--- src/verilog/cdbus_cfg.svh ---
`ifndef CDBUS_CFG_SVH
`define CDBUS_CFG_SVH

`define CD_VERSION      8'h0e
`define CD_BUF_AW       8           // 256 bytes per buffer

`define CD_DIV_RESET    16'd346     // bit period is div + 1 clocks
`define CD_IDLE_RESET   8'd10       // idle bit times before bus_idle
`define CD_FILTER_RESET 8'hff

`endif

--- src/verilog/cd_frame_pkg.sv ---
package cd_frame_pkg;

    typedef struct packed {
        logic       valid;
        logic       frame_end;
        logic [7:0] data;
    } cd_des_t;

    typedef struct packed {
        logic       en;
        logic [7:0] data;
        logic       commit;
        logic       abort;
    } cd_buf_wr_t;

    typedef struct packed {
        logic en;
        logic done;
    } cd_buf_rd_t;

    typedef struct packed {
        logic       pending;
        logic [7:0] len;
    } cd_buf_stat_t;

    typedef enum logic [1:0] {DES_IDLE, DES_START, DES_DATA, DES_STOP} cd_des_state_e;

    typedef enum logic [2:0] {
        SER_IDLE, SER_WAIT_IDLE, SER_START, SER_DATA, SER_STOP, SER_DONE
    } cd_ser_state_e;

    // crc-16/modbus over one byte lsb first
    function automatic logic [15:0] crc16_byte(input logic [15:0] crc, input logic [7:0] data);
        logic [15:0] c;
        c = crc ^ {8'h00, data};
        for (int i = 0; i < 8; i++) begin
            c = c[0] ? ((c >> 1) ^ 16'ha001) : (c >> 1);
        end
        return c;
    endfunction

endpackage

--- src/verilog/cd_frame_buf.sv ---
`timescale 1ns/1ps
`include "cdbus_cfg.svh"

module cd_frame_buf (
    input  logic                        clk,
    input  logic                        arst_n,
    input  cd_frame_pkg::cd_buf_wr_t    wr,
    input  cd_frame_pkg::cd_buf_rd_t    rd,
    output logic [7:0]                  rd_byte,
    output cd_frame_pkg::cd_buf_stat_t  stat
);

    logic [7:0]            mem [2**`CD_BUF_AW];
    logic [`CD_BUF_AW-1:0] wr_ptr;
    logic [`CD_BUF_AW-1:0] rd_ptr;
    logic                  pending;
    logic [7:0]            len;

    assign stat = '{pending: pending, len: len};

    always_ff @(posedge clk) begin
        if (wr.en) begin
            mem[wr_ptr] <= wr.data;
        end
        rd_byte <= mem[rd_ptr];             // one cycle behind the pointer
    end

    always_ff @(posedge clk or negedge arst_n) begin
        if (!arst_n) begin
            wr_ptr <= '0;
            rd_ptr <= '0;
            pending <= 1'b0;
            len <= '0;
        end else if (rd.done) begin
            wr_ptr <= '0;
            rd_ptr <= '0;
            pending <= 1'b0;
        end else begin
            if (wr.abort) begin
                wr_ptr <= '0;
            end else if (wr.en) begin
                wr_ptr <= wr_ptr + `CD_BUF_AW'(1);
            end
            if (wr.commit) begin
                pending <= 1'b1;
                len <= 8'(wr_ptr);
            end
            if (rd.en) begin
                rd_ptr <= rd_ptr + `CD_BUF_AW'(1);
            end
        end
    end

    assert property (@(posedge clk) disable iff (!arst_n) wr.en |-> !pending)
        else $error("byte written into a pending buffer");
    assert property (@(posedge clk) disable iff (!arst_n) rd.en |-> pending)
        else $error("byte read from a buffer that is not pending");

endmodule

--- config.mk ---
export PLATFORM = sky130hd
export DESIGN_NAME = cd_frame_buf
export DESIGN_NICKNAME = d
export VERILOG_FILES = /design/src/verilog/cd_frame_pkg.sv /design/src/verilog/cd_frame_buf.sv
export VERILOG_INCLUDE_DIRS = /design/src /design/src/verilog
export SDC_FILE = /design/constraint.sdc
export NUM_CORES = 2
export LEC_CHECK = 0
export ABC_CLOCK_PERIOD_IN_PS = 4650
export BUFFER_PORTS_ARGS = -buffer_cell sky130_fd_sc_hd__buf_4
export CAP_MARGIN = 30
export CORE_MARGIN = 5
export CORE_UTILIZATION = 50
export DETAILED_ROUTE_END_ITERATION = 8
export PLACE_DENSITY = 0.67
export SYNTH_ARGS = -nofsm -noshare
export SYNTH_HDL_FRONTEND = slang
export SYNTH_SLANG_ARGS = --single-unit
export TNS_END_PERCENT = 20
--- constraint.sdc ---
create_clock -name clk -period 4.65 [get_ports clk]
set_input_delay 0.93 -clock clk [delete_from_list [all_inputs] [get_ports clk]]
set_output_delay 0.93 -clock clk [all_outputs]
set_load 0.05 [all_outputs]
==> impl_results.md <==
- Hold Violations, Final: 0
- Commonest non-fill, non-tap cell in the layout: edfxtp_1
- Rows: 148
- DRT Pass-1 Iters: 6
- Vias in the first global route: 41733
- Layout cells sized above 1: 0.2221
- Via density: 6.374
- Remaining global-route overflow: 0
- Sw Share: 0.2166
- Drt wl/cell: 32.69 um
- Hold crit path type: in2reg
- Worst-path fanout max: 36
- Area delta synth->final: 12.21%
- Fraction of registers with async set/reset: 0.01201
- Post-DP HPWL: 133.1 mm
- Post-CTS Resized: 0
- Cell count of the worst hold path: 3
- Most frequent cells in the layout: edfxtp_1, mux4_2, nor2_1
- Ys Warns: 0
- Pre-CTS setup slack: 937.2 ps
- P per Cell Area: 426.5 nW/um^2
- Sequential share of power: 0.529
- Sw power: 8463 uW
- CP Data Required Time: 5360 ps
- Top cell type's share of synthesized area: 0.7531
- Hold_buf cts: 1
- Max-Cap Viols: 0
- Final Total Pwr: 39080 uW
- Rel. slew slack: 0.2798
- Status: completed
- CTS H-tree lvls: 4
- FMAX: 261.8 MHz
- Final period utilization: 0.8215
- Die H: 414.1 um
- Clock latency on the worst-skew pair: 830 ps
- IO Count: 32
- RD Place Congestion: 0.8513
- Post-synthesis sequential element count: 2081
- Slowest Stage Delay on Critical Path: 1030 ps
- 1st-iter DRT viols: 6111
- Startpoint type of the worst setup path: flip-flop
- Core area: 162600 um^2
- Tot GR Track Use: 0.2498
- Chip width: 414.1 um
- Leak: 0.02845 uW
- Fill cell count: 12145
- First-pass GRT wire length: 309.8 mm
- Slew Viols, Final: 0
- Starting density of the core: 0.5022
- Routed WL: 216.6 mm
- Final number of setup-violating endpoints: 0
- RSZ-0062 raised after global routing: no
- Post-synth top area cell: edfxtp_1
- Via count: 42243
- Synth top area cells: edfxtp_1, mux4_2, mux2i_1, nor2_1, dfrtp_1
- # DRC: 0
- Full die area: 171500 um^2
- FF-to-FF path depth: 7
- Worst-path cell chain: buf_12, mux4_2, nor2_1, o31ai_1, a211oi_1, o21ai_0, a22o_1
- Arr. time, crit path: 4530 ps
- Setup Buffers After CTS: 0
- CTS clk-pin slew, worst paths: 60 ps
- Logic pwr share: 0.059
- Initial antenna violation count: 6
- Worst slew pin tran: 1080 ps
- Synthesized area per cell: 20.07 um^2
- Register area: 62300 um^2
- Clk network pwr share: 0.412
- Final min period: 3820 ps
- Ys flop type: edfxtp_1
- Cell Area, Synth: 81660 um^2
- TritonCTS sink count: 2081
- Post-synth EDFFs: 2048
- Multi-input gate area: 17700 um^2
- CTS tree: yes
- Register area share after synthesis: 0.7628
- Syn nets: 4088
- Max VDD drop: 0.0003893 V
- Largest net degree at the start of global routing: 132
- Root buffer cell: clkbuf_16
- Antenna Nets Post-Route: 0
- Skew final: 33.15 ps
- CTS Buffer Depth: 3
- Internal power: 30620 uW
- Fin nets: 4300
- Crit path capture type: flip-flop
- PnR worst setup slack: 830.2 ps
- Synth cell types: 74
- Num CTS Buffers: 201
- Setup TNS: 0 ps
- Critical path's slowest cell: dfrtp_4
- Core Util, Final: 0.5636
- IO Port Bufs: 31
- Crit Path Class: reg2reg
- Post-synthesis cell count: 4068
==> state kept, by name, summed over array words and instances (netlist names) <==
signal and count:
rd_byte 8, rd_ptr 8, len 8, pending 1, wr_ptr 8, mem 2048
==> kinds of logic (layout without fill, tap and decap cells) <==
group,count (synthesis),count (layout),synth area share
AND/OR/NAND/NOR,629,629,0.03322
multiplexers,681,681,0.1456
buffers and inverters,262,642,0.02111
other,0,4,0
AO/OA/AOI/OAI,398,398,0.03524
adder cells (fa/ha/maj),5,5,0.0007661
XOR/XNOR,12,12,0.001287
flip-flops,2081,2081,0.7628
==> critical path: cells and delay by family (launching register included) <==
| kind | cells | cell delay, ps |
|---|---|---|
| AND/OR/NAND/NOR | 1 | 160 |
| multiplexers | 1 | 550 |
| AO/OA/AOI/OAI | 4 | 1530 |
| flip-flops | 1 | 1030 |
| buffers and inverters | 1 | 350 |
==> per-layer routing <==
metal | vias to the layer above | global-route usage | part of all wire
li1 | 17159 | - | -
met1 | 22172 | 0.3566 | 0.39
met2 | 2494 | 0.3844 | 0.47
met3 | 416 | 0.05415 | 0.10
met4 | 2 | 0.09214 | 0.038
met5 | - | 0 | 0.000037
==> Yosys cell counts, types with 6 or more instances <==
master and n:
or3_1 6, o221ai_1 10, a21oi_1 72, nor3_1 35, o211ai_1 8, o311ai_0 6, dfrtp_1 25, dfxtp_1 8
o21ai_0 34, o311ai_1 6, edfxtp_1 2048, a221o_1 23, a211oi_1 16, mux4_1 22, buf_1 17, buf_2 50
nor2_1 322, a22oi_1 52, inv_1 6, o22ai_1 37, buf_6 36, and2_1 10, nand2b_1 23, nand4_1 6
buf_4 45, a31oi_1 25, clkbuf_1 86, o31ai_1 14, a221oi_1 46, buf_8 14, mux4_2 373, xor2_1 7
mux2_2 39, nand2_1 136, nor2b_1 24, mux2i_1 247, a32oi_1 6, nand3_1 42
==> metrics by stage <==
stage,cells,hold WS [ps],instance area (um^2)
6_report,6627,323.7,91630
5_1_grt,6624,303.3,91620
4_1_cts,6618,274.0,91570
3_5_place_dp,6246,473.1,85090
3_3_place_gp,6239,469.0,85030
2_1_floorplan,4068,460.6,81660
==> power groups by stage <==
stage	registers, uW	logic (uW)	clock network [uW]
floorplan	21100	1440	0
global placement	21100	2260	0
detailed placement	21100	2290	0
CTS	20700	2300	16300
global route	20700	2410	17100
finish	20700	2300	16100
==> cell type report <==
cell class              instances  area share
well taps                    2175     0.02970
inverters                       9   0.0003960
flip-flops and latches       2081      0.6799
repair buffers                262     0.02604
clock buffers                 239     0.05715
clock inverters               132     0.01346
multi-input cells            1725      0.1932
diodes                          4   0.0001092
==> worst paths after layout <==
| kind | from | slack (ps) | end |
|---|---|---|---|
| worst max-delay path | rd_ptr[0] | 830 | rd_byte[7] |
| worst min-delay path | wr[1] | 320 | pending |
| worst max register to register | rd_ptr[0] | 830 | rd_byte[7] |
| worst min register to register | len[0] | 480 | len[0] |
| max in group asynchronous | arst_n | 3780 | rd_ptr[2] |
| min in group asynchronous | arst_n | 560 | len[3] |
Note: power is estimated with default switching activity, not from simulation.
