--- config.mk ---
export PLATFORM = sky130hd
export DESIGN_NAME = cd_rx_des
export DESIGN_NICKNAME = d
export VERILOG_FILES = /design/src/verilog/cdbus_cfg.svh /design/src/verilog/cd_reg_pkg.sv /design/src/verilog/cd_frame_pkg.sv /design/src/verilog/cd_rx_des.sv
export SDC_FILE = /design/constraint.sdc
export NUM_CORES = 1
export LEC_CHECK = 0
export BUFFER_PORTS_ARGS = -buffer_cell sky130_fd_sc_hd__buf_4
export CAP_MARGIN = 20
export CELL_PAD_IN_SITES_DETAIL_PLACEMENT = 1
export CELL_PAD_IN_SITES_GLOBAL_PLACEMENT = 1
export CORE_ASPECT_RATIO = 0.5
export CORE_MARGIN = 10
export CORE_UTILIZATION = 40
export CTS_CLUSTER_SIZE = 25
export DETAILED_ROUTE_END_ITERATION = 6
export HOLD_SLACK_MARGIN = 0.12
export PLACE_DENSITY_LB_ADDON = 0.1
export SLEW_MARGIN = 10
export SYNTH_ARGS = -nofsm -noshare
export SYNTH_HDL_FRONTEND = slang
export SYNTH_SLANG_ARGS = --single-unit
--- constraint.sdc ---
create_clock -name clk -period 2 [get_ports clk]
set_input_delay 0.1 -clock clk [delete_from_list [all_inputs] [get_ports clk]]
set_output_delay 0.1 -clock clk [all_outputs]
set_load 0.005 [all_outputs]
--- src/verilog/cdbus_cfg.svh ---
`ifndef CDBUS_CFG_SVH
`define CDBUS_CFG_SVH

`define CD_VERSION      8'h0e
`define CD_BUF_AW       8           // 256 bytes per buffer

`define CD_DIV_RESET    16'd346     // bit period is div + 1 clocks
`define CD_IDLE_RESET   8'd10       // idle bit times before bus_idle
`define CD_FILTER_RESET 8'hff

`endif

--- src/verilog/cd_reg_pkg.sv ---
package cd_reg_pkg;

    typedef enum logic [3:0] {
        REG_VERSION   = 4'h0,
        REG_DIV       = 4'h1,
        REG_IDLE_WAIT = 4'h2,
        REG_FILTER    = 4'h3,
        REG_INT_FLAG  = 4'h4,
        REG_INT_MASK  = 4'h5,
        REG_RX_DATA   = 4'h6,
        REG_RX_CTRL   = 4'h7,
        REG_TX_DATA   = 4'h8,
        REG_TX_CTRL   = 4'h9
    } cd_csr_addr_e;

    typedef struct packed {
        logic [15:0] div;
        logic [7:0]  idle_wait_len;
        logic [7:0]  filter;            // own address
    } cd_ctrl_t;

    typedef struct packed {
        logic bus_idle;                 // bit 4
        logic rx_pending;
        logic rx_lost;                  // sticky
        logic rx_error;                 // sticky
        logic tx_clean;                 // bit 0
    } cd_int_t;

endpackage

--- src/verilog/cd_frame_pkg.sv ---
package cd_frame_pkg;

    typedef struct packed {
        logic       valid;
        logic       frame_end;
        logic [7:0] data;
    } cd_des_t;

    typedef struct packed {
        logic       en;
        logic [7:0] data;
        logic       commit;
        logic       abort;
    } cd_buf_wr_t;

    typedef struct packed {
        logic en;
        logic done;
    } cd_buf_rd_t;

    typedef struct packed {
        logic       pending;
        logic [7:0] len;
    } cd_buf_stat_t;

    typedef enum logic [1:0] {DES_IDLE, DES_START, DES_DATA, DES_STOP} cd_des_state_e;

    typedef enum logic [2:0] {
        SER_IDLE, SER_WAIT_IDLE, SER_START, SER_DATA, SER_STOP, SER_DONE
    } cd_ser_state_e;

    // crc-16/modbus over one byte lsb first
    function automatic logic [15:0] crc16_byte(input logic [15:0] crc, input logic [7:0] data);
        logic [15:0] c;
        c = crc ^ {8'h00, data};
        for (int i = 0; i < 8; i++) begin
            c = c[0] ? ((c >> 1) ^ 16'ha001) : (c >> 1);
        end
        return c;
    endfunction

endpackage

--- src/verilog/cd_rx_des.sv ---
`timescale 1ns/1ps

module cd_rx_des (
    input  logic                   clk,
    input  logic                   arst_n,
    input  cd_reg_pkg::cd_ctrl_t   ctrl,
    input  logic                   rx,
    output cd_frame_pkg::cd_des_t  des,
    output logic                   bus_idle
);
    import cd_frame_pkg::*;

    logic [1:0]    rx_sync;
    logic          rx_s;
    cd_des_state_e state;
    logic [15:0]   cnt;
    logic [2:0]    bit_idx;
    logic [7:0]    shreg;
    logic          byte_vld;
    logic [7:0]    byte_data;
    logic          frame_end;
    logic [15:0]   idle_cnt;
    logic [7:0]    idle_bits;
    logic          got_byte;

    assign rx_s = rx_sync[1];
    assign des = '{valid: byte_vld, frame_end: frame_end, data: byte_data};

    always_ff @(posedge clk or negedge arst_n) begin
        if (!arst_n) begin
            rx_sync <= 2'b11;               // line idles high
        end else begin
            rx_sync <= {rx_sync[0], rx};
        end
    end

    // ~~~~~~~~~~~~~~~~~~~~~~~~~~~~~~~~~~~~~~~~~~~~~~~~~~~~~~~~~~~~~~~~~~~~~~~~~~~~
    // byte sampler

    always_ff @(posedge clk or negedge arst_n) begin
        if (!arst_n) begin
            state <= DES_IDLE;
            cnt <= '0;
            bit_idx <= '0;
            shreg <= '0;
            byte_vld <= 1'b0;
            byte_data <= '0;
        end else begin
            byte_vld <= 1'b0;
            cnt <= cnt + 16'd1;
            case (state)
                DES_IDLE: begin
                    cnt <= '0;
                    if (!rx_s) begin
                        state <= DES_START;
                    end
                end
                DES_START: if (cnt == {1'b0, ctrl.div[15:1]}) begin
                    cnt <= '0;
                    bit_idx <= '0;
                    state <= rx_s ? DES_IDLE : DES_DATA;    // glitch rejects
                end
                DES_DATA: if (cnt == ctrl.div) begin
                    cnt <= '0;
                    shreg <= {rx_s, shreg[7:1]};            // lsb first
                    bit_idx <= bit_idx + 3'd1;
                    if (bit_idx == 3'd7) begin
                        state <= DES_STOP;
                    end
                end
                DES_STOP: if (cnt == ctrl.div) begin
                    state <= DES_IDLE;
                    byte_vld <= rx_s;                       // bad stop drops byte
                    byte_data <= shreg;
                end
                default: state <= DES_IDLE;
            endcase
        end
    end

    // ~~~~~~~~~~~~~~~~~~~~~~~~~~~~~~~~~~~~~~~~~~~~~~~~~~~~~~~~~~~~~~~~~~~~~~~~~~~~
    // idle detection

    always_ff @(posedge clk or negedge arst_n) begin
        if (!arst_n) begin
            idle_cnt <= '0;
            idle_bits <= '0;
            bus_idle <= 1'b0;
            frame_end <= 1'b0;
            got_byte <= 1'b0;
        end else begin
            frame_end <= 1'b0;
            if (byte_vld) begin
                got_byte <= 1'b1;
            end
            if (!rx_s || state != DES_IDLE) begin
                idle_cnt <= '0;
                idle_bits <= '0;
                bus_idle <= 1'b0;
            end else if (!bus_idle) begin
                if (idle_cnt == ctrl.div) begin
                    idle_cnt <= '0;
                    idle_bits <= idle_bits + 8'd1;
                end else begin
                    idle_cnt <= idle_cnt + 16'd1;
                end
                if (idle_bits == ctrl.idle_wait_len) begin
                    bus_idle <= 1'b1;
                    frame_end <= got_byte;
                    got_byte <= 1'b0;
                end
            end
        end
    end

endmodule

==> flow_summary.ini <==
[routing]
wl_per_cell_microns = 19.2
ant_nets = 0
postRouteWirelength_microns = 11300
vias = 3174
drt_iter0_drc = 128
drtPass1Iterations = 4
drc = 0
viasPerCell = 5.40

[synth]
synthMuxAreaShare = 0.0576
synth_top_area_share = 0.425
ys_seq_elements = 67
synth_adder_area_share = 0.0164
ys_seq_area_frac = 0.439
synth_cells = 377
synth_top_family_by_area = simple AND/OR/NAND/NOR gates
synth_fp_nets = 417
synth-xor-area-share = 0.183
avgSynthCellArea_sq_um = 10.1
synth_compound_area_frac = 0.0458
ys_top_cells_by_area = dfrtp_1, xor2_1, mux2_4
synth_edf_count = 0
synth_top_area_cell = dfrtp_1
synth_cell_types = 43
synth.most_common_cell = xor2_1
yosys.area_share.simple = 0.215
async_reset_ff_frac = 1.00
ys.flop_type = dfrtp_1
yosys_warnings = 0
syn-cell-area_sq_um = 3820
synth_commonest_cells = xor2_1, dfrtp_1, nand2_1

[global_route]
grt_pass1_wl_microns = 18000
antenna_found_initial = 0
grt_max_degree = 68
overflow = 0
track_usage = 0.162
grt_pass1_vias = 3494

[power_and_ir_drop]
power.density_nw_per_um2 = 665
irDropWorstVdd_mv = 0.396
power.leakage_nw = 2.34
total_power_mw = 3.42

[clock_network]
cts_root_buf = clkbuf_16
cts_buffers = 9
clock_latency_ps = 340
cts.path.max_buffers = 2
clock-sinks = 67
cts_tree = built
path_clk_slew_ps = 60
htreeDepth = 3

[setup_path]
arrival_ps = 2310
crit_required_ps = 2220
path_max_fanout = 10
start_kind = flop
crit_type = flop to flop
cp-end-kind = flop

[cells_and_area]
regArea_sq_um = 1690
multi_input_area_sq_um = 2160
diodes = 0
synthToLayoutAreaGrowth_pct = 34.5
final_nets = 502
layout-drive-gt1-share = 0.379
final_util = 0.548
final_cells = 588
finalInstanceArea_sq_um = 5140
fill_cells = 1027

[die]
core_sq_um = 9380
die-area_sq_um = 14100
die_w_microns = 158
dieHeight_microns = 89.1
num_rows = 25
start_util = 0.407
pin_count = 46

[placed_design]
dpl-instance-area_sq_um = 4480
dp_hpwl_microns = 7920
dp_cells = 554
gp_congestion = 0.785
port_buffers = 37

[sta]
clock_skew_ps = 10.9
setup_viol_count_final = 17
timing.final.hold_violations = 0
period_share = 1.05
maxSlewViolCount = 0
grt_setup_unrepaired = yes
worst_slew_pin_slew_ps = 905
setup_slack_ps = -92.0
fmax_ghz = 0.478
slew_headroom = 0.397
min_period_ps = 2090

[outcome]
violations = setup timing
outcome = complete, but fails checks

[hold_path]
worstHoldPathType = primary input to flop

[flow_run]
max_cap_violations = 0
[critical path: stages (launching register included)]
cell     delay, ps
dfrtp_1        380
xor2_1         160
nor4_2         370
buf_4          170
and4_1         220
and3_4         200
buf_12         130
mux2_2         330
[final cells by class]
class | instances | share of cell area
Clock inverter | 7 | 0.0146
Sequential cell | 67 | 0.328
Clock buffer | 9 | 0.0438
Timing Repair Buffer | 100 | 0.159
Tap cell | 121 | 0.0294
Inverter | 7 | 0.00511
Multi-Input combinational cell | 277 | 0.420
[layer usage]
layer / track usage / part of all wire / up-vias
li1: - / - / 1488
met1: 0.199 / 0.47 / 1632
met2: 0.279 / 0.48 / 43
met3: 0.0432 / 0.039 / 11
met4: 0.0409 / 0.0076 / 0
met5: 0 / 0 / -
[repair_timing]
item,4_1_cts,5_1_grt
setup buffers,10,4
resized for setup,14,42
setup endpoints to repair,13,56
hold endpoints to repair,66,0
pin swaps,19,9
cloned,1,2
hold buffers,2,0
[path summary, 6_finish.rpt]
kind / to / start / cells past startpoint / slack [ps]
min reg2reg: rx_sync[1] / rx_sync[0] / 0 / 350
max reg2reg: byte_data[6] / cnt[11] / 7 / -90
max: byte_data[6] / cnt[11] / 7 / -90
min in group asynchronous: cnt[11] / arst_n / 2 / 430
max in group asynchronous: idle_cnt[0] / arst_n / 2 / 910
min: bus_idle / ctrl[15] / 4 / 140
[placed cells by master (no fill, tap or decap), drive strengths merged, types with 2 or more instances in the layout]
cell type and instances:
a21oi 11, a31oi 3, and2 3, and3 3
and4 3, buf 97, clkbuf 10, clkinvlp 3
dfrtp 65, dfstp 2, dlygate4sd3 2, ha 5
inv 9, mux2 16, nand2 22, nand2b 2
nand3 18, nand3b 2, nand4 15, nand4b 2
nand4bb 2, nor2 21, nor2b 4, nor3 20
nor4 15, o211ai 2, o21ai 5, o221ai 2
o31ai 5, or3 4, or4 4, or4b 2
xnor2 11, xor2 69
[sequential cells by signal, summed over array words and instances, names as in the netlist, 2 cells and up, named ones only]
name,flops
shreg,8
idle_cnt,16
byte_data,8
cnt,16
idle_bits,8
bit_idx,3
rx_sync,2
[through the flow]
step	setup slack (ps)	TNS, ps	hold WS (ps)
final	-92.0	-1220	136
after global routing	-177	-3330	151
after CTS	-55.5	-494	130
after detailed placement	-83.2	-952	210
after global placement	-65.3	-421	209
after floorplan	8.00	0	-196
[cells by family (layout without fill, tap and decap cells)]
group,Yosys count,after routing
mux,17,17
compound gates,29,29
buf+inv,33,123
fa+ha+maj,5,5
xor+xnor,80,80
simple gates,146,146
flops,67,67
[power by group]
group / internal (mW) / switching, mW
sequential: 1.40 / 0.0332
combinational: 0.174 / 0.212
clock: 0.971 / 0.633
No activity file was read; power rests on OpenSTA's default activity.
