File: config.mk
export PLATFORM = sky130hd
export DESIGN_NAME = cd_rx_bytes
export DESIGN_NICKNAME = d
export VERILOG_FILES = /design/src/verilog/cdbus_cfg.svh /design/src/verilog/cd_reg_pkg.sv /design/src/verilog/cd_frame_pkg.sv /design/src/verilog/cd_rx_bytes.sv
export SDC_FILE = /design/constraint.sdc
export NUM_CORES = 1
export LEC_CHECK = 0
export BUFFER_PORTS_ARGS = -buffer_cell sky130_fd_sc_hd__buf_2
export CORE_MARGIN = 1
export CORE_UTILIZATION = 50
export DETAILED_ROUTE_END_ITERATION = 6
export PLACE_DENSITY = 0.74
export REMOVE_ABC_BUFFERS = 1
export SYNTH_ARGS = -nofsm -noshare
export SYNTH_HDL_FRONTEND = slang
export SYNTH_SLANG_ARGS = --single-unit
File: constraint.sdc
create_clock -name clk -period 2.15 [get_ports clk]
set_input_delay 0.3225 -clock clk [delete_from_list [all_inputs] [get_ports clk]]
set_output_delay 0.3225 -clock clk [all_outputs]
set_load 0.01 [all_outputs]
File: src/verilog/cdbus_cfg.svh
`ifndef CDBUS_CFG_SVH
`define CDBUS_CFG_SVH

`define CD_VERSION      8'h0e
`define CD_BUF_AW       8           // 256 bytes per buffer

`define CD_DIV_RESET    16'd346     // bit period is div + 1 clocks
`define CD_IDLE_RESET   8'd10       // idle bit times before bus_idle
`define CD_FILTER_RESET 8'hff

`endif

File: src/verilog/cd_reg_pkg.sv
package cd_reg_pkg;

    typedef enum logic [3:0] {
        REG_VERSION   = 4'h0,
        REG_DIV       = 4'h1,
        REG_IDLE_WAIT = 4'h2,
        REG_FILTER    = 4'h3,
        REG_INT_FLAG  = 4'h4,
        REG_INT_MASK  = 4'h5,
        REG_RX_DATA   = 4'h6,
        REG_RX_CTRL   = 4'h7,
        REG_TX_DATA   = 4'h8,
        REG_TX_CTRL   = 4'h9
    } cd_csr_addr_e;

    typedef struct packed {
        logic [15:0] div;
        logic [7:0]  idle_wait_len;
        logic [7:0]  filter;            // own address
    } cd_ctrl_t;

    typedef struct packed {
        logic bus_idle;                 // bit 4
        logic rx_pending;
        logic rx_lost;                  // sticky
        logic rx_error;                 // sticky
        logic tx_clean;                 // bit 0
    } cd_int_t;

endpackage

File: src/verilog/cd_frame_pkg.sv
package cd_frame_pkg;

    typedef struct packed {
        logic       valid;
        logic       frame_end;
        logic [7:0] data;
    } cd_des_t;

    typedef struct packed {
        logic       en;
        logic [7:0] data;
        logic       commit;
        logic       abort;
    } cd_buf_wr_t;

    typedef struct packed {
        logic en;
        logic done;
    } cd_buf_rd_t;

    typedef struct packed {
        logic       pending;
        logic [7:0] len;
    } cd_buf_stat_t;

    typedef enum logic [1:0] {DES_IDLE, DES_START, DES_DATA, DES_STOP} cd_des_state_e;

    typedef enum logic [2:0] {
        SER_IDLE, SER_WAIT_IDLE, SER_START, SER_DATA, SER_STOP, SER_DONE
    } cd_ser_state_e;

    // crc-16/modbus over one byte lsb first
    function automatic logic [15:0] crc16_byte(input logic [15:0] crc, input logic [7:0] data);
        logic [15:0] c;
        c = crc ^ {8'h00, data};
        for (int i = 0; i < 8; i++) begin
            c = c[0] ? ((c >> 1) ^ 16'ha001) : (c >> 1);
        end
        return c;
    endfunction

endpackage

File: src/verilog/cd_rx_bytes.sv
`timescale 1ns/1ps

module cd_rx_bytes (
    input  logic                      clk,
    input  logic                      arst_n,
    input  cd_reg_pkg::cd_ctrl_t      ctrl,
    input  cd_frame_pkg::cd_des_t     des,
    input  logic                      buf_pending,
    output cd_frame_pkg::cd_buf_wr_t  wr,
    output logic                      err,
    output logic                      lost
);
    import cd_frame_pkg::*;

    logic [8:0]  cnt;
    logic [15:0] crc;
    logic [7:0]  dst;
    logic [7:0]  len_b;
    logic        drop;                  // buffer was busy at frame start
    logic        skip;
    logic        filter_ok;
    logic        crc_ok;
    logic        len_ok;

    assign skip = (cnt == 9'd0) ? buf_pending : drop;
    assign filter_ok = dst == ctrl.filter || dst == 8'hff;
    assign crc_ok = crc == 16'h0000;    // residue over data and crc
    assign len_ok = cnt == {1'b0, len_b} + 9'd5;

    always_ff @(posedge clk or negedge arst_n) begin
        if (!arst_n) begin
            cnt <= '0;
            crc <= 16'hffff;
            dst <= '0;
            len_b <= '0;
            drop <= 1'b0;
            wr <= '0;
            err <= 1'b0;
            lost <= 1'b0;
        end else begin
            wr <= '0;
            err <= 1'b0;
            lost <= 1'b0;
            if (des.valid) begin
                cnt <= cnt + 9'd1;
                crc <= crc16_byte(crc, des.data);
                if (cnt == 9'd0) begin
                    drop <= buf_pending;
                end
                if (cnt == 9'd1) begin
                    dst <= des.data;
                end
                if (cnt == 9'd2) begin
                    len_b <= des.data;
                end
                wr.en <= !skip;
                wr.data <= des.data;
            end
            if (des.frame_end) begin
                cnt <= '0;
                crc <= 16'hffff;
                drop <= 1'b0;
                if (drop) begin
                    lost <= 1'b1;
                end else if (filter_ok && crc_ok && len_ok) begin
                    wr.commit <= 1'b1;
                end else begin
                    wr.abort <= 1'b1;
                    err <= !(crc_ok && len_ok);     // filter miss is silent
                end
            end
        end
    end

endmodule

==> summary.txt, run 1 <==
Cells and area
  • Inserted Diodes: 0
  • Layout cells sized above 1: 0.296
  • Final nets: 346
  • Area delta synth->final: 13.9%

Clocking
  • Postcts setup bufs: 0
  • CTS H-tree depth: 2
  • CTS hold repair buffers: 0
  • CTS Buffer Depth: 2
  • Post-cts sizing count: 0
  • Clk sinks: 55
  • TritonCTS Buffers: 5
  • CTS clk-pin slew, worst paths: 90 ps
  • Clock Tree Root: clkbuf_8
  • CTS tree: done
  • Worst skew pair latency: approximately 300 ps

Routing
  • Metal3 WL: approximately 200 microns
  • Vias after detailed routing: 1961
  • Residual DRC: 0
  • TritonRoute pass-1 iters: 4
  • Wl on met1: about 2700 microns
  • Antenna viol nets, final: 0
  • Routed wl met2: 2580 microns
  • Iter 0 DRT Violations: approximately 150
  • Highest metal used: met4
  • Via density: 5.31
  • Mean routed wirelength per cell: roughly 15 microns
  • DRT Wirelength: 5500 microns

Worst setup path
  • Slowest CP cell: or4_1
  • Critical-path cell list: or4_1 -> nor4_2 -> nand3_1 -> a2111oi_4 -> and4b_1
  • WP data arrival: 2300 ps
  • CP max FO: 3
  • CP required: around 2400 ps
  • CP Launch Type: flop
  • Worst Setup End Kind: flop
  • Crit-path max cell delay: 530 ps
  • Setup CP Type: flop to flop

Timing
  • Final Hold Vio Count: 0
  • Max Slew Vio Count: 0
  • Post-layout min period: slightly above 2000 ps
  • Slew @ Worst Pin: 679 ps
  • Fin crit share: 0.952
  • RSZ-0062 raised after global routing: true
  • # setup viols final: 0
  • Worst slew margin: 0.548
  • Fmax: between 0.4 and 0.5 GHz
  • Clock skew: about 4.8 ps
  • Setup ws final: just over 100 ps

Global routing
  • Vias in the first global route: 1953
  • Remaining global-route overflow: 0
  • Largest net degree at the start of global routing: 56
  • All-Layer GR Usage: 0.205
  • Global-route wire length before repair: about 9400 microns
  • Initial antenna violation count: 0

Floorplan
  • Initial core utilization: 0.516
  • Die Y: 77.4 microns
  • Die area: between 5000 and 6000 sq um
  • Core Region: about 5500 sq um
  • Die span in x: 77.4 microns
  • I/O Pins: 58
  • # rows: 27

Synthesis
  • Synth Area per Inst: ~11 sq um
  • Register area share after synthesis: 0.491
  • Ys Warns: 0
  • #FFs+latches synth: between 50 and 60
  • Synth async-reset ratio: 1.00
  • Syn Inst Count: 254
  • Ys flop type: dfrtp_1
  • Distinct cells, synth: 44
  • EDFF count, synth: 0
  • Cell Area, Synth: roughly 2800 sq um

Pwr
  • Power, Total: ~3.1 mW
  • Pwr dens: 944 nW/um^2
  • Leakage power: 1.40 nW
  • VDD IR-drop max: between 0.4 and 0.5 mV

Worst hold path
  • HP Class: primary input to asynchronous set/reset pin

Placement
  • GP Congestion: about 0.77
  • Port bufs: 33
  • Pre-CTS setup slack: between 70 and 80 ps
  • DP HPWL: just under 4000 microns

Run
  • Max Cap Violations: 0

Run status
  • Status: completed
[where the power goes]
part,internal [mW],switching (mW),total [mW]
Combinational,0.560,0.477,1.04
Clock,0.229,0.326,0.555
Sequential,1.27,0.203,1.47
Total,2.05,1.01,3.06
[area by class of cell]
cell class / count / area, sq um
fill: 468 / 2270
multi-input combinational: 186 / 1410
sequential: 55 / 1400
timing repair buffer: 42 / 233
tap: 72 / 90.1
clock buffer: 6 / 72.6
inverter: 6 / 22.5
clock inverter: 2 / 12.5
[state kept, by name (all words and copies together) (netlist names)]
signal	flops
len_b	8
crc	16
lost	1
drop	1
dst	8
wr	11
err	1
cnt	9
[per-layer routing]
metal  vias up  global-route usage
met2        32               0.326
met4         0              0.0679
met5         -                   0
met1       953               0.279
li1        971                   -
met3         5              0.0400
[placed cells by master, fill, tap and decap left out, types with 5 or more instances in the layout]
cell | Yosys | routed
dfrtp_1 | 39 | 39
nand2_1 | 22 | 22
nor2_1 | 19 | 19
mux2_2 | 15 | 15
inv_1 | 6 | 6
o21ai_0 | 15 | 15
nand4_1 | 5 | 5
and2_1 | 10 | 10
mux2i_1 | 7 | 7
buf_2 | 0 | 33
ha_1 | 5 | 5
clkbuf_8 | 0 | 5
xor2_1 | 8 | 7
dfstp_2 | 16 | 16
a21oi_1 | 6 | 6
buf_4 | 0 | 9
xnor2_1 | 31 | 31
[Yosys cell counts (2+ instances only)]
master | n | area [sq um]
nand3_2 | 2 | 20.0
xnor2_1 | 31 | 272
xor2_1 | 8 | 70.1
nand2_1 | 22 | 82.6
a31oi_1 | 2 | 12.5
nor2_1 | 19 | 71.3
o21ai_0 | 15 | 75.1
dfrtp_1 | 39 | 976
nor3_1 | 2 | 10.0
ha_1 | 5 | 62.6
a21oi_1 | 6 | 30.0
or3_1 | 4 | 25.0
and2_1 | 10 | 62.6
nand4_1 | 5 | 31.3
mux2_2 | 15 | 169
nor4_1 | 3 | 18.8
xnor3_1 | 2 | 45.0
o22ai_1 | 2 | 12.5
a32oi_1 | 2 | 17.5
or4_1 | 4 | 30.0
mux2i_1 | 7 | 70.1
nand3_1 | 2 | 10.0
inv_1 | 6 | 22.5
clkbuf_1 | 6 | 22.5
dfstp_2 | 16 | 420
[critical path: cells and delay by family (launching register included)]
kind / cells / cell delay [ps]
flip-flops: 1 / 390
AO/OA/AOI/OAI: 1 / 370
AND/OR/NAND/NOR: 4 / 1230
[path summary, 6_finish.rpt]
path                       endpoint  slack (ps)  startpoint  cells past startpoint
min in group clk              wr[5]         300      des[3]                      2
min                           wr[6]         140      arst_n                      2
max in group asynchronous    cnt[5]        1570      arst_n                      2
max                           wr[1]         100      crc[6]                      5
max reg2reg                   wr[1]         100      crc[6]                      5
min reg2reg                 crc[10]         540     crc[10]                      2
[through the flow]
step | cell area [sq um] | util | hold slack (ps) | std cells | TNS [ps]
after floorplan | 2820 | - | 26.9 | 247 | 0
after global placement | 3140 | 0.570 | 484 | 361 | 0
after detailed placement | 3140 | 0.570 | 501 | 361 | 0
after CTS | 3230 | 0.586 | 159 | 369 | 0
after global routing | 3240 | 0.589 | 198 | 369 | -22.4
final | 3240 | 0.589 | 139 | 369 | 0
[logic make-up after synthesis]
family / Yosys count / synth area share
AND/OR/NAND/NOR: 79 / 0.149
flip-flops: 55 / 0.491
AO/OA/AOI/OAI: 37 / 0.0889
XOR/XNOR: 42 / 0.144
buffers and inverters: 13 / 0.0172
adder cells (fa/ha/maj): 5 / 0.0220
multiplexers: 23 / 0.0880
(Power assumes the default switching activity.)
==> run 2: changes to the inputs <==
--- a/config.mk
+++ b/config.mk
@@ -7,9 +7,8 @@
 export LEC_CHECK = 0
 export BUFFER_PORTS_ARGS = -buffer_cell sky130_fd_sc_hd__buf_2
 export CORE_MARGIN = 1
-export CORE_UTILIZATION = 50
+export CORE_UTILIZATION = 40
 export DETAILED_ROUTE_END_ITERATION = 6
-export PLACE_DENSITY = 0.74
 export REMOVE_ABC_BUFFERS = 1
 export SYNTH_ARGS = -nofsm -noshare
 export SYNTH_HDL_FRONTEND = slang
==> constraint.sdc (replaced) <==
create_clock -name clk -period 2.15 [get_ports clk]
set_input_delay 0.3225 -clock clk [delete_from_list [all_inputs] [get_ports clk]]
set_output_delay 0.3225 -clock clk [all_outputs]
set_load 0.1 [all_outputs]
==> run 2 against run 1 <==
Global-route usage fell by 3.4 points. Routed wire length is 4.2% higher. Clock-buffer cell count is 1 lower. Power increased by 11%. Largest cell class unchanged. Setup slack gained 21 ps. Die area grew 24%. Core utilization shrank 9.9 points.
==> summary.txt, run 2 (synthesized netlist as in run 1, its figures left out) <==
Worst setup path
  • R2r startpoint: crc[3]
  • R2R setup slack: 120 ps (+20 ps)
  • CP required: 2400 ps (about the same)
  • Worst Setup End Kind: flop
  • Critical-path cell list: xnor2_1 -> xnor2_1 -> xor3_2 -> xnor3_1 -> o21ai_1
  • R2r endpoint: crc[0]
  • Crit-path max cell delay: 570 ps (+40 ps)
  • CP max FO: 3 (unchanged)
  • Setup CP Type: flop to flop
  • WP data arrival: 2270 ps (-30 ps)
  • Slowest CP cell: dfstp_2
  • CP Launch Type: flop
  • Worst Reg2Reg Path Length in Cells: 5 (unchanged)
  • Crit-path most repeated cell: xnor2_1

Cells and area
  • Largest register FFs: 16 (unchanged)
  • Area delta synth->final: 17.6%
  • Highest-count cells in the layout ignoring fill and taps: dfrtp_1 (39), buf_2 (33), xnor2_1 (31)
  • Final nets: 348 (+0.58%)
  • Inserted Diodes: 0 (unchanged)
  • Largest regs: crc x16, wr x11, cnt x9
  • Layout cells sized above 1: 0.304 (+0.00805)
  • Commonest non-fill, non-tap cell in the layout: dfrtp_1
  • Reg with most FFs: crc

Floorplan
  • # rows: 30 (+11%)
  • Die span in x: 86.3 microns (+11%)
  • Die Y: 86.3 microns (+11%)
  • Initial core utilization: 0.416 (-0.100)
  • Die area: 7450 sq um (+24%)
  • Core Region: 6830 sq um (+24%)
  • I/O Pins: 58 (unchanged)

Routing
  • Residual DRC: 0 (unchanged)
  • Antenna viol nets, final: 0 (unchanged)
  • Mean routed wirelength per cell: 14.5 microns (-2.7%)
  • DRT Wirelength: 5730 microns (+4.2%)
  • Vias after detailed routing: 1970 (+0.46%)
  • Via density: 4.99 (-6.2%)
  • TritonRoute pass-1 iters: 4 (unchanged)
  • Iter 0 DRT Violations: 63 (-58%)

Placement
  • DP HPWL: 4310 microns (+9.6%)
  • Port bufs: 33 (unchanged)
  • GP Congestion: 0.759 (-1.8%)

Timing
  • Worst slew margin: 0.603 (+0.0557)
  • Max Slew Vio Count: 0 (unchanged)
  • Post-layout min period: 2030 ps (-20.8 ps)
  • Setup TNS: 0 ps (unchanged)
  • RSZ-0062 raised after global routing: false
  • Clock skew: 9.15 ps (+4.30 ps)
  • Fmax: 0.493 GHz (+1.0%)
  • Final Hold Vio Count: 0 (unchanged)
  • Fin Hold WS: 8.97 ps (-130 ps)
  • Fin crit share: 0.943 (-0.00967)
  • Slew @ Worst Pin: 595 ps (-83.6 ps)
  • # setup viols final: 0 (unchanged)

Global routing
  • All-Layer GR Usage: 0.171 (-0.0336)
  • Initial antenna violation count: 0 (unchanged)
  • Global-route wire length before repair: 9740 microns (+3.4%)
  • Remaining global-route overflow: 0 (unchanged)
  • Largest net degree at the start of global routing: 32 (-43%)
  • Vias in the first global route: 1961 (+0.41%)

Clocking
  • Worst skew pair latency: 310 ps (about the same)
  • TritonCTS Buffers: 5 (unchanged)
  • CTS Buffer Depth: 2 (unchanged)
  • CTS tree: done
  • CTS clk-pin slew, worst paths: 100 ps (about the same)
  • Clk sinks: 55 (unchanged)
  • Clock Tree Root: clkbuf_8
  • CTS H-tree depth: 2 (unchanged)

Run status
  • Status: completed

Pwr
  • Leakage power: 1.44 nW (+2.6%)
  • Pwr dens: 1020 nW/um^2 (+7.9%)
  • VDD IR-drop max: 0.295 mV (-33%)

Run
  • Max Cap Violations: 0 (unchanged)

Worst hold path
  • HP Class: primary input to asynchronous set/reset pin
==> run 2: changes by cell type in the layout (fill, tap and decap cells not counted), sizes merged <==
cell / change
clkinv: -2
buf: +2
bufinv: +2
clkbuf: -1
clkinvlp: +1
==> run 2: worst max-delay path, delay by kind of cell (launching register included) <==
| family | cells | cell delay, ps |
|---|---|---|
| DFF | 1 | 570 |
| xor gates and xnor gates | 4 | 1280 |
| AOI/OAI and AO/OA | 1 | 120 |
==> run 2: final cells by class <==
cell class                 count  area [sq um]
timing repair buffer          44           260
sequential                    55          1400
tap                           96           120
fill                         651          3490
inverter                       6          22.5
clock inverter                 3          67.6
multi-input combinational    186          1410
clock buffer                   5          68.8
==> run 2: how the worst max path moves through the flow <==
stage	startpoint	end	slack, ps	cells after the start
2_1_floorplan	crc[2]	crc[0]	230	5
3_3_place_gp	crc[4]	crc[0]	70	5
3_5_place_dp	crc[4]	crc[0]	60	5
4_1_cts	crc[4]	crc[0]	20	5
5_1_grt	crc[4]	crc[0]	20	5
6_report	crc[3]	crc[0]	120	5
==> run 2: metal layers <==
layer / vias up / part of all wire / global-route usage
li1: 971 / - / -
met1: 958 / 0.49 / 0.238
met2: 33 / 0.46 / 0.271
met3: 8 / 0.027 / 0.0324
met4: 0 / 0.015 / 0.0515
met5: - / 0 / 0
==> run 2: per-stage QoR <==
step / area [sq um] / power, mW / utilization / instances / setup slack, ps
2_1_floorplan: 2820 / 2.35 / - / 247 / 226
3_3_place_gp: 3200 / 2.60 / 0.468 / 387 / 71.9
3_5_place_dp: 3200 / 2.63 / 0.468 / 387 / 55.4
4_1_cts: 3330 / 3.44 / 0.488 / 395 / 20.3
5_1_grt: 3340 / 3.64 / 0.489 / 395 / 15.8
6_report: 3340 / 3.41 / 0.489 / 395 / 123
==> run 2: report_power, final <==
group,switching [mW],total [mW],internal (mW)
Sequential,0.201,1.47,1.27
Clock,0.336,0.801,0.464
Combinational,0.564,1.14,0.575
==> run 2: what timing repair did <==
item | in CTS | in global routing
buffers inserted | 0 | 0
hold buffers | 0 | 0
setup endpoints to repair | 0 | 2
resized for setup | 0 | 2
