File: config.mk
export PLATFORM = sky130hd
export DESIGN_NAME = cd_csr
export DESIGN_NICKNAME = d
export VERILOG_FILES = /design/src/verilog/cd_reg_pkg.sv /design/src/verilog/cd_frame_pkg.sv /design/src/verilog/cd_csr.sv
export VERILOG_INCLUDE_DIRS = /design/src /design/src/verilog
export SDC_FILE = /design/constraint.sdc
export NUM_CORES = 1
export LEC_CHECK = 0
export BUFFER_PORTS_ARGS = -buffer_cell sky130_fd_sc_hd__buf_4
export CORE_ASPECT_RATIO = 0.9
export CORE_MARGIN = 2
export CORE_UTILIZATION = 46
export CTS_CLUSTER_DIAMETER = 60
export DETAILED_ROUTE_END_ITERATION = 12
export PLACE_DENSITY = 0.91
export SLEW_MARGIN = 30
export SYNTH_ARGS = -nofsm -noshare
export SYNTH_HDL_FRONTEND = slang
export SYNTH_SLANG_ARGS = --single-unit
File: constraint.sdc
create_clock -name clk -period 4 [get_ports clk]
set_input_delay 0.6 -clock clk [delete_from_list [all_inputs] [get_ports clk]]
set_output_delay 0.6 -clock clk [all_outputs]
set_load 0.05 [all_outputs]
File: src/verilog/cdbus_cfg.svh
`ifndef CDBUS_CFG_SVH
`define CDBUS_CFG_SVH

`define CD_VERSION      8'h0e
`define CD_BUF_AW       8           // 256 bytes per buffer

`define CD_DIV_RESET    16'd346     // bit period is div + 1 clocks
`define CD_IDLE_RESET   8'd10       // idle bit times before bus_idle
`define CD_FILTER_RESET 8'hff

`endif

File: src/verilog/cd_reg_pkg.sv
package cd_reg_pkg;

    typedef enum logic [3:0] {
        REG_VERSION   = 4'h0,
        REG_DIV       = 4'h1,
        REG_IDLE_WAIT = 4'h2,
        REG_FILTER    = 4'h3,
        REG_INT_FLAG  = 4'h4,
        REG_INT_MASK  = 4'h5,
        REG_RX_DATA   = 4'h6,
        REG_RX_CTRL   = 4'h7,
        REG_TX_DATA   = 4'h8,
        REG_TX_CTRL   = 4'h9
    } cd_csr_addr_e;

    typedef struct packed {
        logic [15:0] div;
        logic [7:0]  idle_wait_len;
        logic [7:0]  filter;            // own address
    } cd_ctrl_t;

    typedef struct packed {
        logic bus_idle;                 // bit 4
        logic rx_pending;
        logic rx_lost;                  // sticky
        logic rx_error;                 // sticky
        logic tx_clean;                 // bit 0
    } cd_int_t;

endpackage

File: src/verilog/cd_frame_pkg.sv
package cd_frame_pkg;

    typedef struct packed {
        logic       valid;
        logic       frame_end;
        logic [7:0] data;
    } cd_des_t;

    typedef struct packed {
        logic       en;
        logic [7:0] data;
        logic       commit;
        logic       abort;
    } cd_buf_wr_t;

    typedef struct packed {
        logic en;
        logic done;
    } cd_buf_rd_t;

    typedef struct packed {
        logic       pending;
        logic [7:0] len;
    } cd_buf_stat_t;

    typedef enum logic [1:0] {DES_IDLE, DES_START, DES_DATA, DES_STOP} cd_des_state_e;

    typedef enum logic [2:0] {
        SER_IDLE, SER_WAIT_IDLE, SER_START, SER_DATA, SER_STOP, SER_DONE
    } cd_ser_state_e;

    // crc-16/modbus over one byte lsb first
    function automatic logic [15:0] crc16_byte(input logic [15:0] crc, input logic [7:0] data);
        logic [15:0] c;
        c = crc ^ {8'h00, data};
        for (int i = 0; i < 8; i++) begin
            c = c[0] ? ((c >> 1) ^ 16'ha001) : (c >> 1);
        end
        return c;
    endfunction

endpackage

File: src/verilog/cd_csr.sv
`timescale 1ns/1ps
`include "cdbus_cfg.svh"

module cd_csr (
    input  logic                        clk,
    input  logic                        arst_n,
    input  cd_reg_pkg::cd_csr_addr_e    csr_address,
    input  logic                        csr_read,
    input  logic                        csr_write,
    input  logic [31:0]                 csr_writedata,
    output logic [31:0]                 csr_readdata,
    output logic                        irq,
    output cd_reg_pkg::cd_ctrl_t        ctrl,
    input  logic                        bus_idle,
    input  logic                        rx_err,
    input  logic                        rx_lost,
    output cd_frame_pkg::cd_buf_rd_t    rx_wr,
    input  logic [7:0]                  rx_byte,
    input  cd_frame_pkg::cd_buf_stat_t  rx_stat,
    output cd_frame_pkg::cd_buf_wr_t    tx_wr,
    input  cd_frame_pkg::cd_buf_stat_t  tx_stat
);
    import cd_reg_pkg::*;

    cd_int_t int_flag;
    cd_int_t int_mask;
    cd_int_t flag_clr;
    logic    rx_lost_r;
    logic    rx_err_r;

    assign int_flag = '{bus_idle:   bus_idle,
                        rx_pending: rx_stat.pending,
                        rx_lost:    rx_lost_r,
                        rx_error:   rx_err_r,
                        tx_clean:   ~tx_stat.pending};
    assign irq = |(int_flag & int_mask);

    assign flag_clr = (csr_write && csr_address == REG_INT_FLAG) ? csr_writedata[4:0] : '0;

    // ~~~~~~~~~~~~~~~~~~~~~~~~~~~~~~~~~~~~~~~~~~~~~~~~~~~~~~~~~~~~~~~~~~~~~~~~~~~~
    // buffer strobes

    always_comb begin
        rx_wr = '0;
        tx_wr = '0;
        rx_wr.en = csr_read && csr_address == REG_RX_DATA && rx_stat.pending;
        rx_wr.done = csr_write && csr_address == REG_RX_CTRL &&
                     (csr_writedata[1] || (csr_writedata[0] && rx_stat.pending));
        tx_wr.data = csr_writedata[7:0];
        if (csr_write && !tx_stat.pending) begin    // frame locked once committed
            tx_wr.en = csr_address == REG_TX_DATA;
            tx_wr.commit = csr_address == REG_TX_CTRL && csr_writedata[0];
            tx_wr.abort = csr_address == REG_TX_CTRL && csr_writedata[1];
        end
    end

    // ~~~~~~~~~~~~~~~~~~~~~~~~~~~~~~~~~~~~~~~~~~~~~~~~~~~~~~~~~~~~~~~~~~~~~~~~~~~~
    // control registers and sticky flags

    always_ff @(posedge clk or negedge arst_n) begin
        if (!arst_n) begin
            ctrl.div <= `CD_DIV_RESET;
            ctrl.idle_wait_len <= `CD_IDLE_RESET;
            ctrl.filter <= `CD_FILTER_RESET;
            int_mask <= '0;
            rx_lost_r <= 1'b0;
            rx_err_r <= 1'b0;
        end else begin
            if (csr_write) begin
                case (csr_address)
                    REG_DIV:       ctrl.div <= csr_writedata[15:0];
                    REG_IDLE_WAIT: ctrl.idle_wait_len <= csr_writedata[7:0];
                    REG_FILTER:    ctrl.filter <= csr_writedata[7:0];
                    REG_INT_MASK:  int_mask <= csr_writedata[4:0];
                    default: ;
                endcase
            end
            if (rx_lost) begin
                rx_lost_r <= 1'b1;          // set wins over clear
            end else if (flag_clr.rx_lost) begin
                rx_lost_r <= 1'b0;
            end
            if (rx_err) begin
                rx_err_r <= 1'b1;
            end else if (flag_clr.rx_error) begin
                rx_err_r <= 1'b0;
            end
        end
    end

    always_ff @(posedge clk) begin
        if (csr_read) begin
            case (csr_address)
                REG_VERSION:   csr_readdata <= {24'd0, `CD_VERSION};
                REG_DIV:       csr_readdata <= {16'd0, ctrl.div};
                REG_IDLE_WAIT: csr_readdata <= {24'd0, ctrl.idle_wait_len};
                REG_FILTER:    csr_readdata <= {24'd0, ctrl.filter};
                REG_INT_FLAG:  csr_readdata <= {27'd0, int_flag};
                REG_INT_MASK:  csr_readdata <= {27'd0, int_mask};
                REG_RX_DATA:   csr_readdata <= {24'd0, rx_byte};
                REG_RX_CTRL:   csr_readdata <= {23'd0, rx_stat};   // pending, len
                REG_TX_CTRL:   csr_readdata <= {23'd0, tx_stat};
                default:       csr_readdata <= '0;
            endcase
        end
    end

    assert property (@(posedge clk) disable iff (!arst_n) !(csr_read && csr_write))
        else $error("csr read and write in the same cycle");

endmodule

==> results of run 1 <==
==> power breakdown <==
| group | internal [mW] | leakage, nW | total, mW | switching [mW] |
|---|---|---|---|---|
| registers | 0.706 | 0.609 | 0.786 | 0.0803 |
| logic | 0.272 | 1.12 | 0.783 | 0.511 |
| clock network | 0.189 | 0.0548 | 0.376 | 0.187 |
| total | 1.17 | 1.78 | 1.95 | 0.778 |
==> routing by layer <==
metal | GRT usage | routed length, um | share of wire | up-vias
li1 | - | - | - | 1039
met1 | 0.267 | 3120 | 0.41 | 1114
met2 | 0.358 | 3760 | 0.49 | 113
met3 | 0.0576 | 580 | 0.076 | 12
met4 | 0.0758 | 151 | 0.020 | 0
met5 | 0 | 0 | 0 | -
==> worst max-delay path: stages <==
cell and delay (ps):
buf_4 200, inv_1 220, nand4_1 170, nor2_1 190, and2_1 160, buf_4 190
==> layout by cell type (no fill, tap or decap), drive strengths merged, types with 4 or more instances in the layout <==
cell type,netlist,routed
buf,34,114
dfrtp,24,24
mux2i,7,7
nor2,9,9
nand2,12,12
inv,4,5
mux2,40,40
and3,10,10
edfxtp,16,16
nand3,7,7
clkbuf,2,5
o21ai,9,9
nand2b,4,4
conb,1,16
dfstp,15,15
==> sequential cells by signal, indices dropped and copies added, names as in the netlist <==
name          flops
csr_readdata     16
rx_lost_r         1
ctrl             32
rx_err_r          1
int_mask          5
==> cells by family (layout without fill, tap and decap cells) <==
group,Yosys count,after routing,share of synthesized area
simple gates,56,56,0.112
flops,55,55,0.498
mux,50,50,0.211
buf+inv,40,126,0.0925
compound gates,36,36,0.0853
other cells,1,16,0.00127
==> cell type report <==
class	instances	area, um2
fill	486	2340
tap	87	109
clock buffer	5	68.8
clock inverter	3	46.3
sequential	55	1480
inverter	4	15.0
multi-input combinational	158	1270
timing repair buffer	114	856
==> path summary, 6_finish.rpt <==
kind / from / to / slack (ps) / cells after the start
min in group clk: rx_err / rx_err_r / 470 / 2
max: csr_address[2] / tx_wr[1] / 1660 / 6
max in group asynchronous: arst_n / ctrl[24] / 3380 / 1
min reg2reg: rx_err_r / rx_err_r / 530 / 1
max reg2reg: int_mask[4] / csr_readdata[4] / 2610 / 3
min: arst_n / ctrl[26] / 250 / 1
==> per-stage QoR <==
stage	hold WS [ps]	area [um2]	power, mW	setup WS, ps
6_report	253	3840	1.95	1660
5_1_grt	279	3840	2.01	1550
4_1_cts	265	3840	1.95	1670
3_5_place_dp	504	3720	1.58	1680
3_3_place_gp	495	3720	1.56	1700
2_1_floorplan	304	3020	1.34	1300
==> results.sh, run 1 <==
export IMPL_worstMarginPinSlew_ps=507
export IMPL_synth_flop_cell="dfrtp_1"
export IMPL_status="finished, final reports clean"
export IMPL_io_buffers=114
export IMPL_drtAntennaViolNets=0
export IMPL_diodes=0
export IMPL_required_ps=3400
export IMPL_power_density_nw_per_um2=507
export IMPL_drive_gt1_frac=0.549
export IMPL_cts_root_buf="clkbuf_8"
export IMPL_rsz0062_at_grt="no"
export IMPL_hp_class="in2async"
export IMPL_ctsHtreeMaxLevel=2
export IMPL_drc_errors=0
export IMPL_leakage_nw=1.78
export IMPL_cts_buffer_depth=2
export IMPL_ir_drop_v=0.000191
export IMPL_numCtsBuffers=5
export IMPL_grt_pass1_wl_mm=11.4
export IMPL_dp_cells=418
export IMPL_wl_per_cell_um=17.9
export IMPL_synth_edf_count=16
export IMPL_synth_distinct_cells=48
export IMPL_async_flop_share=0.709
export IMPL_pin_count=147
export IMPL_syn_inst=238
export IMPL_yosysTopAreaCell="dfrtp_1"
export IMPL_fin_crit_ps=2340
export IMPL_fin_skew_ps=4.56
export IMPL_yosysWarnings=0
export IMPL_timing_setup_tns_ps=0
export IMPL_grt_pass1_vias=2231
export IMPL_dieArea_um2=7100
export IMPL_drv_slew=0
export IMPL_maxCapViolations=0
export IMPL_drt_wl_total_mm=7.62
export IMPL_core_area_um2=6180
export IMPL_syn_area_um2=2960
export IMPL_dp_hpwl_mm=5.55
export IMPL_crit_fanout=23
export IMPL_ys_seq_area_frac=0.498
export IMPL_setup_viol=0
export IMPL_layout_cells_non_filler=426
export IMPL_start_kind="primary input"
export IMPL_vias=2278
export IMPL_synth_common_cells="mux2_2, buf_4, dfrtp_1, edfxtp_1, dfstp_2"
export IMPL_drtIter0Drc=215
export IMPL_grt_remaining_overflow=0
export IMPL_critical_path_class="in2out"
export IMPL_grt_antenna_before_repair=0
export IMPL_initial_utilization=0.479
export IMPL_cts_hold_buf=0
export IMPL_cts_setup_buffers=0
export IMPL_clkLatencyLatePin_ps=310
export IMPL_clock_sinks=55
export IMPL_syn_area_per_cell_um2=12.4
export IMPL_max_freq_ghz=0.427
export IMPL_area_delta_synth_final_pct=29.6
export IMPL_cts_tree="built"
export IMPL_timing_final_crit_share=0.586
export IMPL_grt_max_degree=40
export IMPL_synth_most_common_cell="mux2_2"
export IMPL_synth_seq_cells=55
export IMPL_die_w_um=88.6
export IMPL_hold_viol=0
export IMPL_cp_end_kind="output port"
export IMPL_synthTopCellsByArea="dfrtp_1, edfxtp_1, dfstp_2"
export IMPL_fp_dieH_um=80.1
export IMPL_viasPerCell=5.35
export IMPL_rows=27
export IMPL_drtPass1Iterations=4
export IMPL_fin_util=0.621
export IMPL_grt_use_total=0.214
export IMPL_yosysTopAreaCellShare=0.203
export IMPL_ctsResizeCount=0
export IMPL_place_congestion=0.801
export IMPL_clk_pin_slew_worst_paths_ps=100
export IMPL_layout_nets=407
export IMPL_arrival_ps=1740
export IMPL_maxSlewHeadroom=0.662
Power figures use the tool's default switching activity.
==> run 2, diff against run 1 <==
- CORE_UTILIZATION: 46 -> 42
- PLACE_DENSITY: 0.91 -> 0.88
- clock period: 4 -> 2 ns (I/O delays scaled with it)
==> run 2 against run 1 <==
Clock skew grew 4.3 ps. Final cell count grew 2.1%. Count of clock-buffer cells in the layout grew 2. Via count grew 1.5%. Die area grew 9.1%. Sequential share of layout area shrank 0.22 points. Combinational power grew 99%. Largest cell class unchanged. Highest routed layer unchanged.
==> results.sh, run 2 (same netlist as run 1, synthesis figures left out) <==
export IMPL_max_freq_ghz=0.572
export IMPL_pin_count=147
export IMPL_worstMarginPinSlew_ps=514
export IMPL_largest_reg_flops=32
export IMPL_largest_register="ctrl"
export IMPL_cp_buffers_inverters=3
export IMPL_min_from="rx_err"
export IMPL_layout_nets=410
export IMPL_cts_tree="built"
export IMPL_sw_frac_of_total=0.407
export IMPL_fp_dieH_um=83.7
export IMPL_maxCapViolations=0
export IMPL_combPwrFrac=0.413
export IMPL_ir_drop_v=0.000395
export IMPL_viasPerCell=5.31
export IMPL_reg_top3="ctrl: 32 flops, csr_readdata: 16 flops, int_mask: 5 flops"
export IMPL_power_density_nw_per_um2=981
export IMPL_io_buffers=114
export IMPL_clock_sinks=55
export IMPL_p_seq_frac=0.416
export IMPL_rr_startpoint="int_mask[4]"
export IMPL_cpPeakStageDelay_ps=220
export IMPL_setup_viol=0
export IMPL_start_kind="primary input"
export IMPL_dp_cells=426
export IMPL_crit_chain="buf_4 -> inv_1 -> nand4_1 -> nor2_1 -> and2_1 -> buf_4"
export IMPL_area_delta_synth_final_pct=30.4
export IMPL_cp_end_kind="output port"
export IMPL_cts_root_buf="clkbuf_8"
export IMPL_core_area_um2=6930
export IMPL_multi_input_area_um2=1280
export IMPL_grt_pass1_wl_mm=12.0
export IMPL_drv_slew=0
export IMPL_critical_path_class="in2out"
export IMPL_drc_errors=0
export IMPL_hold_depth=2
export IMPL_wl_per_cell_um=17.7
export IMPL_crit_fanout=23
export IMPL_vias=2312
export IMPL_drive_gt1_frac=0.553
export IMPL_power_switching_mw=1.54
export IMPL_grt_use_total=0.201
export IMPL_maxSlewHeadroom=0.658
export IMPL_die_w_um=92.5
export IMPL_required_ps=1700
export IMPL_leakage_nw=1.79
export IMPL_drtIter0Drc=142
export IMPL_grt_max_degree=40
export IMPL_cts_setup_buffers=0
export IMPL_clkPwrFrac=0.171
export IMPL_hp_class="in2reg"
export IMPL_ctsHtreeMaxLevel=2
export IMPL_drtAntennaViolNets=0
export IMPL_layout_commonest_cell="buf_4"
export IMPL_critical_path_top_delay_family="buffers and inverters"
export IMPL_power_internal_mw=2.25
export IMPL_rsz0062_at_grt="no"
export IMPL_timing_setup_tns_ps=0
export IMPL_critPathMostFrequentCell="buf_4"
export IMPL_rows=29
export IMPL_clkLatencyLatePin_ps=310
export IMPL_r2r_end="csr_readdata[4]"
export IMPL_fillerInstances=580
export IMPL_cts_buffer_depth=2
export IMPL_grt_remaining_overflow=0
export IMPL_dp_hpwl_mm=5.65
export IMPL_r2r_setup_slack_ps=580
export IMPL_initial_utilization=0.428
export IMPL_arrival_ps=1450
export IMPL_final_cell_mix="buf_4, mux2_2, dfrtp_1, conb_1, edfxtp_1"
export IMPL_dp_slack_ps=246
export IMPL_grt_antenna_before_repair=0
export IMPL_layout_cells_non_filler=435
export IMPL_r2r_cells=3
export IMPL_grt_pass1_vias=2326
export IMPL_status="finished, final reports clean"
export IMPL_seq_area_um2=1480
export IMPL_power_mw=3.79
export IMPL_hold_viol=0
export IMPL_crit_slowest_cell="inv_1"
export IMPL_numCtsBuffers=5
export IMPL_drtPass1Iterations=4
export IMPL_hold_end="rx_err_r"
export IMPL_timing_final_crit_share=0.874
export IMPL_clk_pin_slew_worst_paths_ps=100
export IMPL_drt_wl_total_mm=7.70
export IMPL_timing_final_ws_setup_ps=252
export IMPL_fin_skew_ps=8.87
export IMPL_place_congestion=0.803
export IMPL_diodes=0
export IMPL_dieArea_um2=7740
export IMPL_fin_crit_ps=1750
==> run 2: cell count changes in the layout (fill, tap and decap cells not counted), sizes merged <==
cell and delta:
buf +2, bufinv -1, clkbuf +2, clkinvlp -1, dlygate4sd3 +1
==> run 2: power by group through the flow <==
stage / Sequential [mW] / Clock [mW] / Combinational (mW)
after global placement: 1.57 / 0 / 1.55
after CTS: 1.57 / 0.656 / 1.57
after floorplan: 2.18 / 0 / 0.510
final: 1.58 / 0.648 / 1.56
after global routing: 1.60 / 0.703 / 1.63
after detailed placement: 1.59 / 0 / 1.57
==> run 2: layout make-up <==
| class | instances | area share |
|---|---|---|
| Inverter | 4 | 0.00389 |
| Tap cell | 93 | 0.0301 |
| Clock inverter | 1 | 0.00227 |
| Clock buffer | 7 | 0.0224 |
| Sequential cell | 55 | 0.382 |
| Multi-Input combinational cell | 158 | 0.331 |
| Timing Repair Buffer | 117 | 0.228 |
==> run 2: through the flow <==
step                      instance area (um2)  hold slack [ps]  utilization
after global placement                   3760              304        0.542
final                                    3860              170        0.557
after global routing                     3860              163        0.557
after floorplan                          3030             4.41            -
after detailed placement                 3760              313        0.542
after CTS                                3860              165        0.557
==> run 2: timing repair <==
action / in CTS / in global routing
endpoints found under the setup margin: 0 / 0
resized for setup: 0 / 0
hold buffers: 1 / 0
hold endpoints to repair: 24 / 0
==> run 2: layer usage <==
metal,up-vias,wire length [um],GRT usage
met5,-,0,0
met4,0,169,0.0706
met3,18,552,0.0461
met2,110,3880,0.344
met1,1139,3100,0.248
li1,1045,-,-
==> run 2: worst max-delay path by stage <==
stage | from | end | slack (ps) | depth (start not counted)
final | csr_address[2] | tx_wr[1] | 250 | 6
after global routing | csr_address[2] | tx_wr[0] | 100 | 6
after CTS | csr_address[2] | tx_wr[1] | 260 | 6
after detailed placement | csr_address[0] | ctrl[25] | 250 | 4
after global placement | csr_address[0] | ctrl[26] | 280 | 4
after floorplan | csr_address[3] | tx_wr[10] | 310 | 4
